$ cat src/common/cc_params.svh
`ifndef CC_PARAMS_SVH
`define CC_PARAMS_SVH

// Width of one dependency set
// Each bit stands for one shared resource of the scheduler
`define CC_DEP_WIDTH 256

// Width of the owner ID carried with every transaction
`define CC_OWNER_WIDTH 64

// Slice handled by one parallel comparator in the conflict engine
// Must divide CC_DEP_WIDTH evenly
`define CC_CHUNK_WIDTH 64

// Width of each statistics counter
`define CC_CNT_WIDTH 32

`endif

$ cat src/common/cc_pkg.sv
`include "cc_params.svh"

`default_nettype none

package cc_pkg;

    // One transaction as it travels on both streams
    typedef struct packed {
        logic [`CC_OWNER_WIDTH-1:0] owner;
        logic [`CC_DEP_WIDTH-1:0]   rd_deps;
        logic [`CC_DEP_WIDTH-1:0]   wr_deps;
    } cc_txn_t;

    // Conflict types found for the held transaction
    typedef struct packed {
        logic raw;
        logic waw;
        logic war;
    } cc_verdict_t;

    // Cumulative statistics, cleared only by reset
    typedef struct packed {
        logic [`CC_CNT_WIDTH-1:0] raw_cnt;
        logic [`CC_CNT_WIDTH-1:0] waw_cnt;
        logic [`CC_CNT_WIDTH-1:0] war_cnt;
        logic [`CC_CNT_WIDTH-1:0] filtered_cnt;
        logic [`CC_CNT_WIDTH-1:0] processed_cnt;
    } cc_stats_t;

endpackage

`default_nettype wire

$ cat src/txn_control.sv
`default_nettype none

module txn_control (
    input  logic                clk,
    input  logic                rst_n,

    // Input stream
    input  logic                s_valid,
    output logic                s_ready,
    input  cc_pkg::cc_txn_t     s_txn,

    // Output stream
    output logic                m_valid,
    input  logic                m_ready,
    output cc_pkg::cc_txn_t     m_txn,

    // Conflict engine side
    input  cc_pkg::cc_verdict_t verdict,
    output cc_pkg::cc_txn_t     cur_txn,
    output logic                check,
    output logic                commit
);

    typedef enum logic [1:0] {
        ST_IDLE,
        ST_CHECK,
        ST_OUTPUT
    } state_t;

    state_t state;
    state_t state_nxt;

    cc_pkg::cc_txn_t txn_q;

    logic accept;
    logic has_conflict;
    logic out_done;

    assign accept       = s_valid && s_ready;
    assign has_conflict = verdict.raw || verdict.waw || verdict.war;
    assign out_done     = m_valid && m_ready;

    // Next state
    always_comb begin
        state_nxt = state;
        case (state)
            ST_IDLE: begin
                if (accept) begin
                    state_nxt = ST_CHECK;
                end
            end
            ST_CHECK: begin
                // Verdict is only meaningful here, one cycle after capture
                if (has_conflict) begin
                    state_nxt = ST_IDLE;
                end else begin
                    state_nxt = ST_OUTPUT;
                end
            end
            ST_OUTPUT: begin
                if (out_done) begin
                    state_nxt = ST_IDLE;
                end
            end
            default: begin
                state_nxt = ST_IDLE;
            end
        endcase
    end

    always_ff @(posedge clk or negedge rst_n) begin
        if (!rst_n) begin
            state <= ST_IDLE;
        end else begin
            state <= state_nxt;
        end
    end

    // Held transaction, stable from capture until the output transfer
    always_ff @(posedge clk) begin
        if (accept) begin
            txn_q <= s_txn;
        end
    end

    // Handshakes follow the state directly
    assign s_ready = (state == ST_IDLE);
    assign m_valid = (state == ST_OUTPUT);
    assign m_txn   = txn_q;

    assign cur_txn = txn_q;
    assign check   = (state == ST_CHECK);

    // Batch sets take the transaction only once the sink has it
    assign commit  = out_done;

endmodule

`default_nettype wire

$ cat config.mk
export PLATFORM = sky130hd
export DESIGN_NAME = txn_control
export DESIGN_NICKNAME = d
export VERILOG_FILES = /design/src/common/cc_pkg.sv /design/src/txn_control.sv
export VERILOG_INCLUDE_DIRS = /design/src /design/src/common
export SDC_FILE = /design/constraint.sdc
export NUM_CORES = 1
export LEC_CHECK = 0
export BUFFER_PORTS_ARGS = -buffer_cell sky130_fd_sc_hd__buf_2
export CORE_AREA = 2 2 668 670
export CTS_CLUSTER_SIZE = 25
export DETAILED_ROUTE_END_ITERATION = 7
export DIE_AREA = 0 0 670 672
export GPL_TIMING_DRIVEN = 1
export SYNTH_ARGS = -nofsm -noshare
export SYNTH_HDL_FRONTEND = slang
export SYNTH_SLANG_ARGS = --single-unit
$ cat constraint.sdc
create_clock -name clk -period 18.8 [get_ports clk]
set_clock_uncertainty 0.1 [all_clocks]
set_input_delay 2.82 -clock clk [delete_from_list [all_inputs] [get_ports clk]]
set_output_delay 2.82 -clock clk [all_outputs]
set_load 0.02 [all_outputs]
==> out/metrics.yaml, run 1 <==
grt_pass1_wl_um: 380700
synth_edf_count: 576
hold_viol: 0
ys_types: 10
synth_top_area_share_pct: 79.60
seq_area_frac_synth_pct: 79.83
numCtsBuffers: 82
internal_power_w: 0.002610
outcome: "completed"
worst_slew_pin_slew_ps: 1014
fillers: 51446
synth_fp_nets: 1746
grt_usage_pct: 14.85
cp_top_family: "buffers and inverters"
finalSetupTns_ps: 0
worstSetupPathType: "in2out"
synth_top_cells_by_count: "buf_4 (576), edfxtp_1 (576), and2_1 (3), dfrtp_1 (2)"
period_minus_slack_ps: 6133
drc: 0
path_cells: "buf_2 -> and2_1 -> buf_2"
combPwrFrac_pct: 17.6
clockPowerShare_pct: 41.8
htree_levels: 3
crit_fanout: 2
slew_viol_final: 0
startpoint_type: "input port"
setup_viol: 0
crit_path_end_kind: "output port"
fp.dieArea_sq_mm: 0.4502
crit_path_frequent_cell: "buf_2"
critPathArrivalTime_ps: 3210
grt_max_degree: 102
hp-class: "reg2reg"
ys.flop_type: "edfxtp_1"
synth_area_leaders: "edfxtp_1 (80%), buf_4 (20%), dfrtp_1 (0.23%), and2_1 (0.086%), and2b_4 (0.046%)"
root_buffer: "clkbuf_16"
antenna_found_initial: 443
hpwl_um: 325000
yosys_warnings: 0
cts-hold-fix-buffers: 0
num_rows: 245
syn_to_final_growth_pct: 69.41
vias: 18741
ys_seq_elements: 578
wirelength_um: 349400
fp.coreArea_sq_mm: 0.4436
initial_core_util_pct: 4.899
syn_area_sq_mm: 0.02173
power.density_mw_per_mm2: 105.9
dr.pass1.iters: 7
die_w_um: 670
die_height_um: 672
gp_congestion: 1.342
clk-insertion-delay-late_ps: 830
power.net_switching_w: 0.001290
synth_area_leader_cell: "edfxtp_1"
peakVddDrop_uv: 75.89
viasPerCell: 2.174
nNetsFinal: 3000
grt_pass1_vias: 15451
postPlaceCellArea_sq_mm: 0.03361
clk_pin_slew_worst_paths_ps: 60
cts_buffer_depth: 4
finalInstanceArea_sq_mm: 0.03681
avgSynthCellArea_sq_um: 18.68
drv_cap: 0
max-slew-margin-rel_pct: 32.39
switching_share_pct: 33.07
drtAntennaViolNets: 0
cp_data_required_time_ps: 15880
cts.sinks: 578
max_freq_mhz: 163.1
postCtsSetupBuffers: 0
p_seq_share_pct: 40.6
drtIter0Drc: 2376
slowest_delay_ps: 150
min_period_over_period_pct: 32.62
rsz0062_at_grt: "false"
async_reset_ff_share_pct: 0.3460
cts_resized: 0
drive_gt1_share_pct: 75.55
cts_tree: "built"
total_leakage_power_nw: 13.72
wl_per_cell_um: 40.53
place.port_buffers: 1738
postSynthCellCount: 1163
grt-ovfl-total: 0
cp_slowest_cell: "buf_2"
crit_buf_inv: 2
ioPinCount: 1739
==> metrics by stage <==
| stage | power (W) | setup WS, ps | std cells | hold WS, ps | utilization, % |
|---|---|---|---|---|---|
| 2_1_floorplan | 0.001977 | 1948 | 1163 | 549.5 | - |
| 3_3_place_gp | 0.002313 | 12410 | 8261 | 508.7 | 7.577 |
| 3_5_place_dp | 0.002318 | 12370 | 8261 | 507.9 | 7.577 |
| 4_1_cts | 0.003987 | 12670 | 8402 | 512.8 | 8.176 |
| 5_1_grt | 0.004026 | 12660 | 8476 | 539.4 | 8.218 |
| 6_report | 0.003900 | 12670 | 8620 | 504.0 | 8.299 |
==> power groups by stage <==
stage / logic, W / registers (W) / clock network (W)
4_1_cts: 0.000710 / 0.00158 / 0.00169
5_1_grt: 0.000715 / 0.00159 / 0.00172
3_3_place_gp: 0.000707 / 0.00161 / 0
6_report: 0.000686 / 0.00158 / 0.00163
3_5_place_dp: 0.000709 / 0.00161 / 0
2_1_floorplan: 0.000232 / 0.00175 / 0
==> worst min-delay path, cell delays in order, from the launching register on <==
cell     delay, ps
dfrtp_1        350
nor2_1          70
and2_1         150
==> layout by cell type (no fill, tap or decap) <==
master,instances
a22o_1,1
and2_1,2
and2_4,1
and2b_4,1
buf_12,2
buf_2,1738
buf_4,6
bufinv_16,9
clkbuf_1,9
clkbuf_16,84
clkinv_1,12
clkinv_2,10
clkinv_4,8
clkinv_8,1
clkinvlp_4,2
dfrtp_1,2
diode_2,218
edfxtp_1,576
inv_1,1
inv_6,5
inv_8,1
nor2_1,1
nor2b_2,1
nor3_1,1
==> path summary, 6_finish.rpt <==
check,startpoint,to,slack (ps),cells after the start
setup / recovery,m_ready,commit,12670,3
hold / removal,state[1]$_DFFE_PN0P_,state[0]$_DFFE_PN0P_,500,2
setup reg to reg,state[0]$_DFFE_PN0P_,cur_txn[545]$_DFFE_PP_,14630,5
hold reg to reg,state[1]$_DFFE_PN0P_,state[0]$_DFFE_PN0P_,500,2
max in group asynchronous,rst_n,state[0]$_DFFE_PN0P_,16840,1
min in group asynchronous,rst_n,state[1]$_DFFE_PN0P_,1660,1
==> cell families after synthesis <==
kind of cell | Yosys count | share of synthesized area (%)
compound gates | 1 | 0.04031
buf+inv | 577 | 19.92
flops | 578 | 79.83
simple gates | 7 | 0.2130
==> routing by layer <==
layer / global-route usage [%] / share of wire [%]
met1: 12.53 / 28
met3: 14.93 / 22
met4: 4.457 / 3.9
met2: 23.90 / 45
met5: 0.6803 / 0.69
==> sequential cells by signal (all words and copies together) (netlist names) <==
signal / cells
state: 2
cur_txn: 576
==> layout make-up <==
class	count	area, sq um	area share (%)
timing repair buffer	1746	8783	23.86
tap	5928	7417	20.15
inverter	1	3.754	0.01020
multi-input combinational	8	57.56	0.1564
clock inverter	48	521.8	1.417
antenna	218	545.5	1.482
clock buffer	93	2136	5.802
sequential	578	17350	47.12
(Power assumes the default switching activity.)
==> run 2: changes to the inputs <==
==> constraint.sdc (replaced) <==
create_clock -name clk -period 6 [get_ports clk]
set_clock_uncertainty 0.1 [all_clocks]
set_input_delay 0.9 -clock clk [delete_from_list [all_inputs] [get_ports clk]]
set_output_delay 0.9 -clock clk [all_outputs]
set_load 0.02 [all_outputs]
==> run 2 against run 1 <==
  * Setup slack worse by 9700 ps
  * Total power grew to 3.1 times the previous value
  * Cell area is 0.79% higher
  * Sequential cell count stayed put
  * Die area stayed put
  * Core utilization is 0.066 points higher
  * Largest cell class unchanged
  * Global-route usage hardly changed
  * Non-clock buffer count is 9 higher
==> out/metrics.yaml, run 2 (same netlist as run 1, synthesis figures left out) <==
fp.coreArea_sq_mm: 0.4436  # unchanged
grt_max_degree: 128  # +25%
nNetsFinal: 3009  # +0.30%
die_w_um: 670  # unchanged
multi_input_area_sq_um: 57.56  # unchanged
drtIter0Drc: 2144  # -9.8%
crit_path_end_kind: "output port"
outcome: "completed"
critPathArrivalTime_ps: 2040  # -1170 ps
period_minus_slack_ps: 3043
viasPerCell: 2.176  # about the same
cts.sinks: 578  # unchanged
slew_viol_final: 0  # unchanged
num_rows: 245  # unchanged
fillers: 51425  # -0.041%
syn_to_final_growth_pct: 70.75
path_depth: 2  # -1
clk-insertion-delay-late_ps: 780  # -50 ps
drtAntennaViolNets: 0  # unchanged
wl_per_cell_um: 40.12  # -1.0%
worst_slew_pin_slew_ps: 909.5  # -104.7 ps
drive_gt1_share_pct: 75.91  # +0.37 points
crit_buf_inv: 1  # -1
reg2reg_depth: 4  # -1
gp_congestion: 1.346  # +0.37%
drv_cap: 0  # unchanged
grt_pass1_wl_um: 381200  # +0.13%
max-slew-margin-rel_pct: 39.37  # +7.0 points
startpoint_type: "register"
peakVddDrop_uv: 206.9  # +170%
drc: 0  # unchanged
rsz0062_at_grt: "false"
setup_viol: 0  # unchanged
cts_buffer_depth: 4  # unchanged
grt_usage_pct: 14.83  # -0.018 points
cp_data_required_time_ps: 5000  # -10,880 ps
wirelength_um: 349100  # about the same
cts_tree: "built"
ioPinCount: 1739  # unchanged
total_leakage_power_nw: 13.76  # +0.30%
hpwl_um: 325000  # about the same
cp_slowest_cell: "nor2b_2"
p_total_w: 0.01219  # +210%
vias: 18932  # +1.0%
place.port_buffers: 1738  # unchanged
cp_top_family: "simple AND/OR/NAND/NOR gates"
slowest_delay_ps: 420  # +270 ps
root_buffer: "clkbuf_16"
antenna_found_initial: 446  # +0.68%
hold_slack_ps: 155.1  # -348.9 ps
min_period_over_period_pct: 50.72
numCtsBuffers: 82  # unchanged
regArea_sq_mm: 0.01735  # unchanged
die_height_um: 672  # unchanged
max_freq_mhz: 328.6
fp.dieArea_sq_mm: 0.4502  # unchanged
worstHoldPathCells: 1  # -1
final_cell_mix: "buf_2 (1,738), edfxtp_1 (576), clkbuf_16 (85)"
grt-ovfl-total: 0  # unchanged
finalSetupTns_ps: 0  # unchanged
layout_commonest_cell: "buf_2"
dr.pass1.iters: 8  # +1
power.density_mw_per_mm2: 328.7  # +210%
initial_core_util_pct: 4.899  # unchanged
path_cells: "nor2b_2 -> buf_2"
clk_pin_slew_worst_paths_ps: 60  # about the same
crit_fanout: 3  # +1
grt_pass1_vias: 15523  # +0.47%
htree_levels: 3  # unchanged
worstSetupPathType: "reg2out"
hold_viol: 0  # unchanged
hp-class: "in2reg"
largest_register_ffs: 576  # unchanged
## run 2: changes by cell type in the layout (fill, tap and decap cells not counted), moves of 4 or more
cell	delta
clkinvlp_4	+10
clkinv_4	-4
clkinv_2	+4
diode_2	+68
buf_4	+5
clkbuf_1	-4
## run 2: per-layer routing
metal,track usage (%),vias to the layer above,part of all wire [%]
li1,-,6464,-
met1,12.22,8795,28
met2,23.32,2350,44
met3,15.63,1015,23
met4,5.154,308,4.4
met5,1.201,-,0.80
## run 2: repair_timing
item	4_1_cts	5_1_grt
hold buffers	1	0
endpoints found under the hold margin	2	0
gates resized for setup	0	0
setup buffers	0	0
## run 2: final cells by class
type                    instances  area share, %
diodes                        286          1.929
well taps                    5928          19.99
inverters                       1        0.01012
flip-flops and latches        578          46.75
repair buffers               1755          23.96
clock inverters                55          1.416
clock buffers                  90          5.783
multi-input cells               8         0.1551
## run 2: power breakdown
| group | switching (W) | internal (W) | total, W |
|---|---|---|---|
| clock | 0.00215 | 0.00290 | 0.00504 |
| sequential | 0.000206 | 0.00478 | 0.00499 |
| combinational | 0.00170 | 0.000457 | 0.00216 |
## run 2: worst reg2reg max path: cells and delay by family, from the launching register on
kind	cells	cell delay [ps]
and+or+nand+nor	2	950
DFF	1	400
buffers and inverters	2	890
## run 2: final timing paths
| kind | from | endpoint | slack, ps |
|---|---|---|---|
| max in group asynchronous | rst_n | state[0]$_DFFE_PN0P_ | 5030 |
| hold / removal | s_txn[517] | cur_txn[517]$_DFFE_PP_ | 160 |
| setup / recovery | state[0]$_DFFE_PN0P_ | m_valid | 2960 |
| hold reg to reg | state[1]$_DFFE_PN0P_ | state[0]$_DFFE_PN0P_ | 610 |
| setup reg to reg | state[0]$_DFFE_PN0P_ | cur_txn[184]$_DFFE_PP_ | 3200 |
| min in group asynchronous | rst_n | state[1]$_DFFE_PN0P_ | 660 |
## run 2: through the flow
step | cells | utilization [%] | worst slack, ps | instance area [sq um]
2_1_floorplan | 1163 | - | 584.1 | 21730
3_3_place_gp | 8269 | 7.599 | 2863 | 33710
3_5_place_dp | 8269 | 7.599 | 2845 | 33710
4_1_cts | 8415 | 8.203 | 2512 | 36390
5_1_grt | 8528 | 8.267 | 2669 | 36670
6_report | 8701 | 8.365 | 2957 | 37100
==> run 3: changes to the inputs <==
==> constraint.sdc (replaced) <==
create_clock -name clk -period 3.05 [get_ports clk]
set_clock_uncertainty 0.1 [all_clocks]
set_input_delay 0.4575 -clock clk [delete_from_list [all_inputs] [get_ports clk]]
set_output_delay 0.4575 -clock clk [all_outputs]
set_load 0.02 [all_outputs]
==> run 3 against run 2 <==
  * Cell count grew 5.5%
  * Register-to-register slack lost 2500 ps
  * Sequential power grew 97%
  * First-iteration DRC count grew 6.8%
  * Combinational power grew to 2.5 times the previous value
  * Critical path depth is the same
  * Sequential cell count is the same
  * Global-route usage grew 0.29 points
  * Via count grew 11%
  * Setup slack lost 2500 ps
  * Highest routed layer unchanged
  * Routed wire length grew 1.6%
  * Largest cell class unchanged
  * Non-clock buffer count grew 590
==> out/metrics.yaml, run 3 (same netlist as run 1, synthesis figures left out) <==
p_seq_share_pct: 39.0  # -1.9 points
grt-ovfl-total: 0  # unchanged
numCtsBuffers: 83  # +1.2%
fp.dieArea_sq_mm: 0.4502  # unchanged
switching_share_pct: 34.49  # +1.2 points
outcome: "completed"
clockPowerShare_pct: 39.2  # -2.2 points
startpoint_type: "register"
power.density_mw_per_mm2: 587.7  # +79%
drtAntennaViolNets: 0  # unchanged
wl_per_cell_um: 38.64  # -3.7%
preCtsSetupSlack_ps: 559.1  # -2286 ps
p_total_w: 0.02517  # +110%
grt_pass1_wl_um: 395200  # +3.7%
fp.coreArea_sq_mm: 0.4436  # unchanged
period_minus_slack_ps: 2617
initial_core_util_pct: 4.899  # unchanged
drc: 0  # unchanged
antenna_found_initial: 413  # -7.4%
critPathArrivalTime_ps: 2060  # +20 ps
layout_commonest_cell: "buf_2"
hpwl_um: 328900  # +1.2%
total_leakage_power_nw: 16.27  # +18%
grt_max_degree: 75  # -41%
reg2reg_to: "cur_txn[316]$_DFFE_PP_"
internal_power_w: 0.01649  # +100%
cts.sinks: 578  # unchanged
nNetsFinal: 3600  # +20%
cp_data_required_time_ps: 2490  # -2510 ps
grt_usage_pct: 15.12  # +0.29 points
finalInstanceArea_sq_mm: 0.04283  # +15%
wirelength_um: 354600  # +1.6%
max_freq_mhz: 382.1
clk-insertion-delay-late_ps: 770  # about the same
drive_gt1_share_pct: 61.57  # -14 points
num_rows: 245  # unchanged
htree_levels: 3  # unchanged
cts_buffer_depth: 4  # unchanged
syn_to_final_growth_pct: 97.09
grt_pass1_vias: 18447  # +19%
worstHoldPathCells: 2  # +1
rr_startpoint: "state[0]$_DFFE_PN0P_"
setup_viol: 0  # unchanged
startpoint: "state[1]$_DFFE_PN0P_"
postPlaceCellArea_sq_mm: 0.03391  # +0.62%
cts_tree: "built"
crit_fanout: 3  # unchanged
worst_slew_pin_slew_ps: 1017  # +107.1 ps
dr.pass1.iters: 6  # -2
vias: 20942  # +11%
drv_cap: 0  # unchanged
combPwrFrac_pct: 21.7  # +4.0 points
min_period_over_period_pct: 85.82
postCtsSetupBuffers: 0  # unchanged
hold_viol: 0  # unchanged
final_cell_mix: "buf_2 (1,738), dlygate4sd3_1 (581), edfxtp_1 (576)"
peakVddDrop_uv: 345.4  # +67%
ioPinCount: 1739  # unchanged
largest_register_ffs: 576  # unchanged
place.port_buffers: 1738  # unchanged
reg2reg_depth: 3  # -1
gp_congestion: 1.365  # +1.4%
layout_setup_ws_ps: 432.6  # -2524 ps
hp-class: "in2reg"
clk_pin_slew_worst_paths_ps: 60  # about the same
slew_viol_final: 0  # unchanged
die_height_um: 672  # unchanged
crit_path_end: "m_valid"
viasPerCell: 2.282  # +4.9%
rsz0062_at_grt: "false"
max-slew-margin-rel_pct: 32.23  # -7.1 points
drtIter0Drc: 2290  # +6.8%
die_w_um: 670  # unchanged
worstSetupPathType: "reg2out"
root_buffer: "clkbuf_16"
r2r_setup_slack_ps: 690  # -2510 ps
power.net_switching_w: 0.008680  # +110%
crit_path_end_kind: "output port"
[run 3: cell count changes in the layout (fill, tap and decap cells not counted), moves of 4 or more]
cell,previous run,this run
clkinv_2,14,7
dlygate4sd3_1,1,581
diode_2,286,171
clkinvlp_4,12,8
buf_12,5,15
inv_6,6,11
[run 3: repair_timing]
item	CTS	global route
endpoints found under the hold margin	580	0
resized for setup	0	0
hold buffers	581	0
[run 3: layer usage]
layer  share of wire (%)  GRT usage [%]  vias to the layer above
li1                    -              -                     7527
met2                  45          24.60                     2421
met1                  33          14.82                     9923
met4                 4.1          4.514                      212
met5                0.70          1.477                        -
met3                  17          11.41                      859
[run 3: layout make-up]
| cell class | instances | area (sq um) |
|---|---|---|
| diodes | 171 | 427.9 |
| clock buffers | 90 | 2103 |
| clock inverters | 56 | 565.5 |
| fillers | 50992 | 400700 |
| inverters | 1 | 3.754 |
| multi-input cells | 8 | 65.06 |
| flip-flops and latches | 578 | 17350 |
| well taps | 5928 | 7417 |
| repair buffers | 2345 | 14900 |
[run 3: worst min path at each step]
| stage | from | end |
|---|---|---|
| 3_5_place_dp | rst_n | state[1]$_DFFE_PN0P_ |
| 6_report | s_txn[384] | cur_txn[384]$_DFFE_PP_ |
| 3_3_place_gp | rst_n | state[0]$_DFFE_PN0P_ |
| 2_1_floorplan | rst_n | state[0]$_DFFE_PN0P_ |
| 5_1_grt | s_txn[384] | cur_txn[384]$_DFFE_PP_ |
| 4_1_cts | s_txn[35] | cur_txn[35]$_DFFE_PP_ |
[run 3: power groups by stage]
stage,Sequential [W],Clock (W),Combinational [W]
after floorplan,0.0105,0,0.00143
after global placement,0.00995,0,0.00446
after detailed placement,0.00997,0,0.00447
after CTS,0.00981,0.0103,0.00564
after global routing,0.00985,0.0105,0.00568
final,0.00982,0.00988,0.00547
[run 3: critical path, cell delays in order, from the launching register on]
cell     delay [ps]
dfrtp_1         390
nor2b_2         420
buf_2           430
[run 3: metrics by stage]
stage / util (%) / hold WS, ps / TNS, ps / cells
after floorplan: - / 61.91 / -1222830 / 1163
after global placement: 7.646 / 198.6 / 0 / 8279
after detailed placement: 7.646 / 199.0 / 0 / 8279
after CTS: 9.558 / 146.1 / 0 / 9006
after global routing: 9.601 / 188.4 / 0 / 9081
final: 9.655 / 258.3 / 0 / 9177
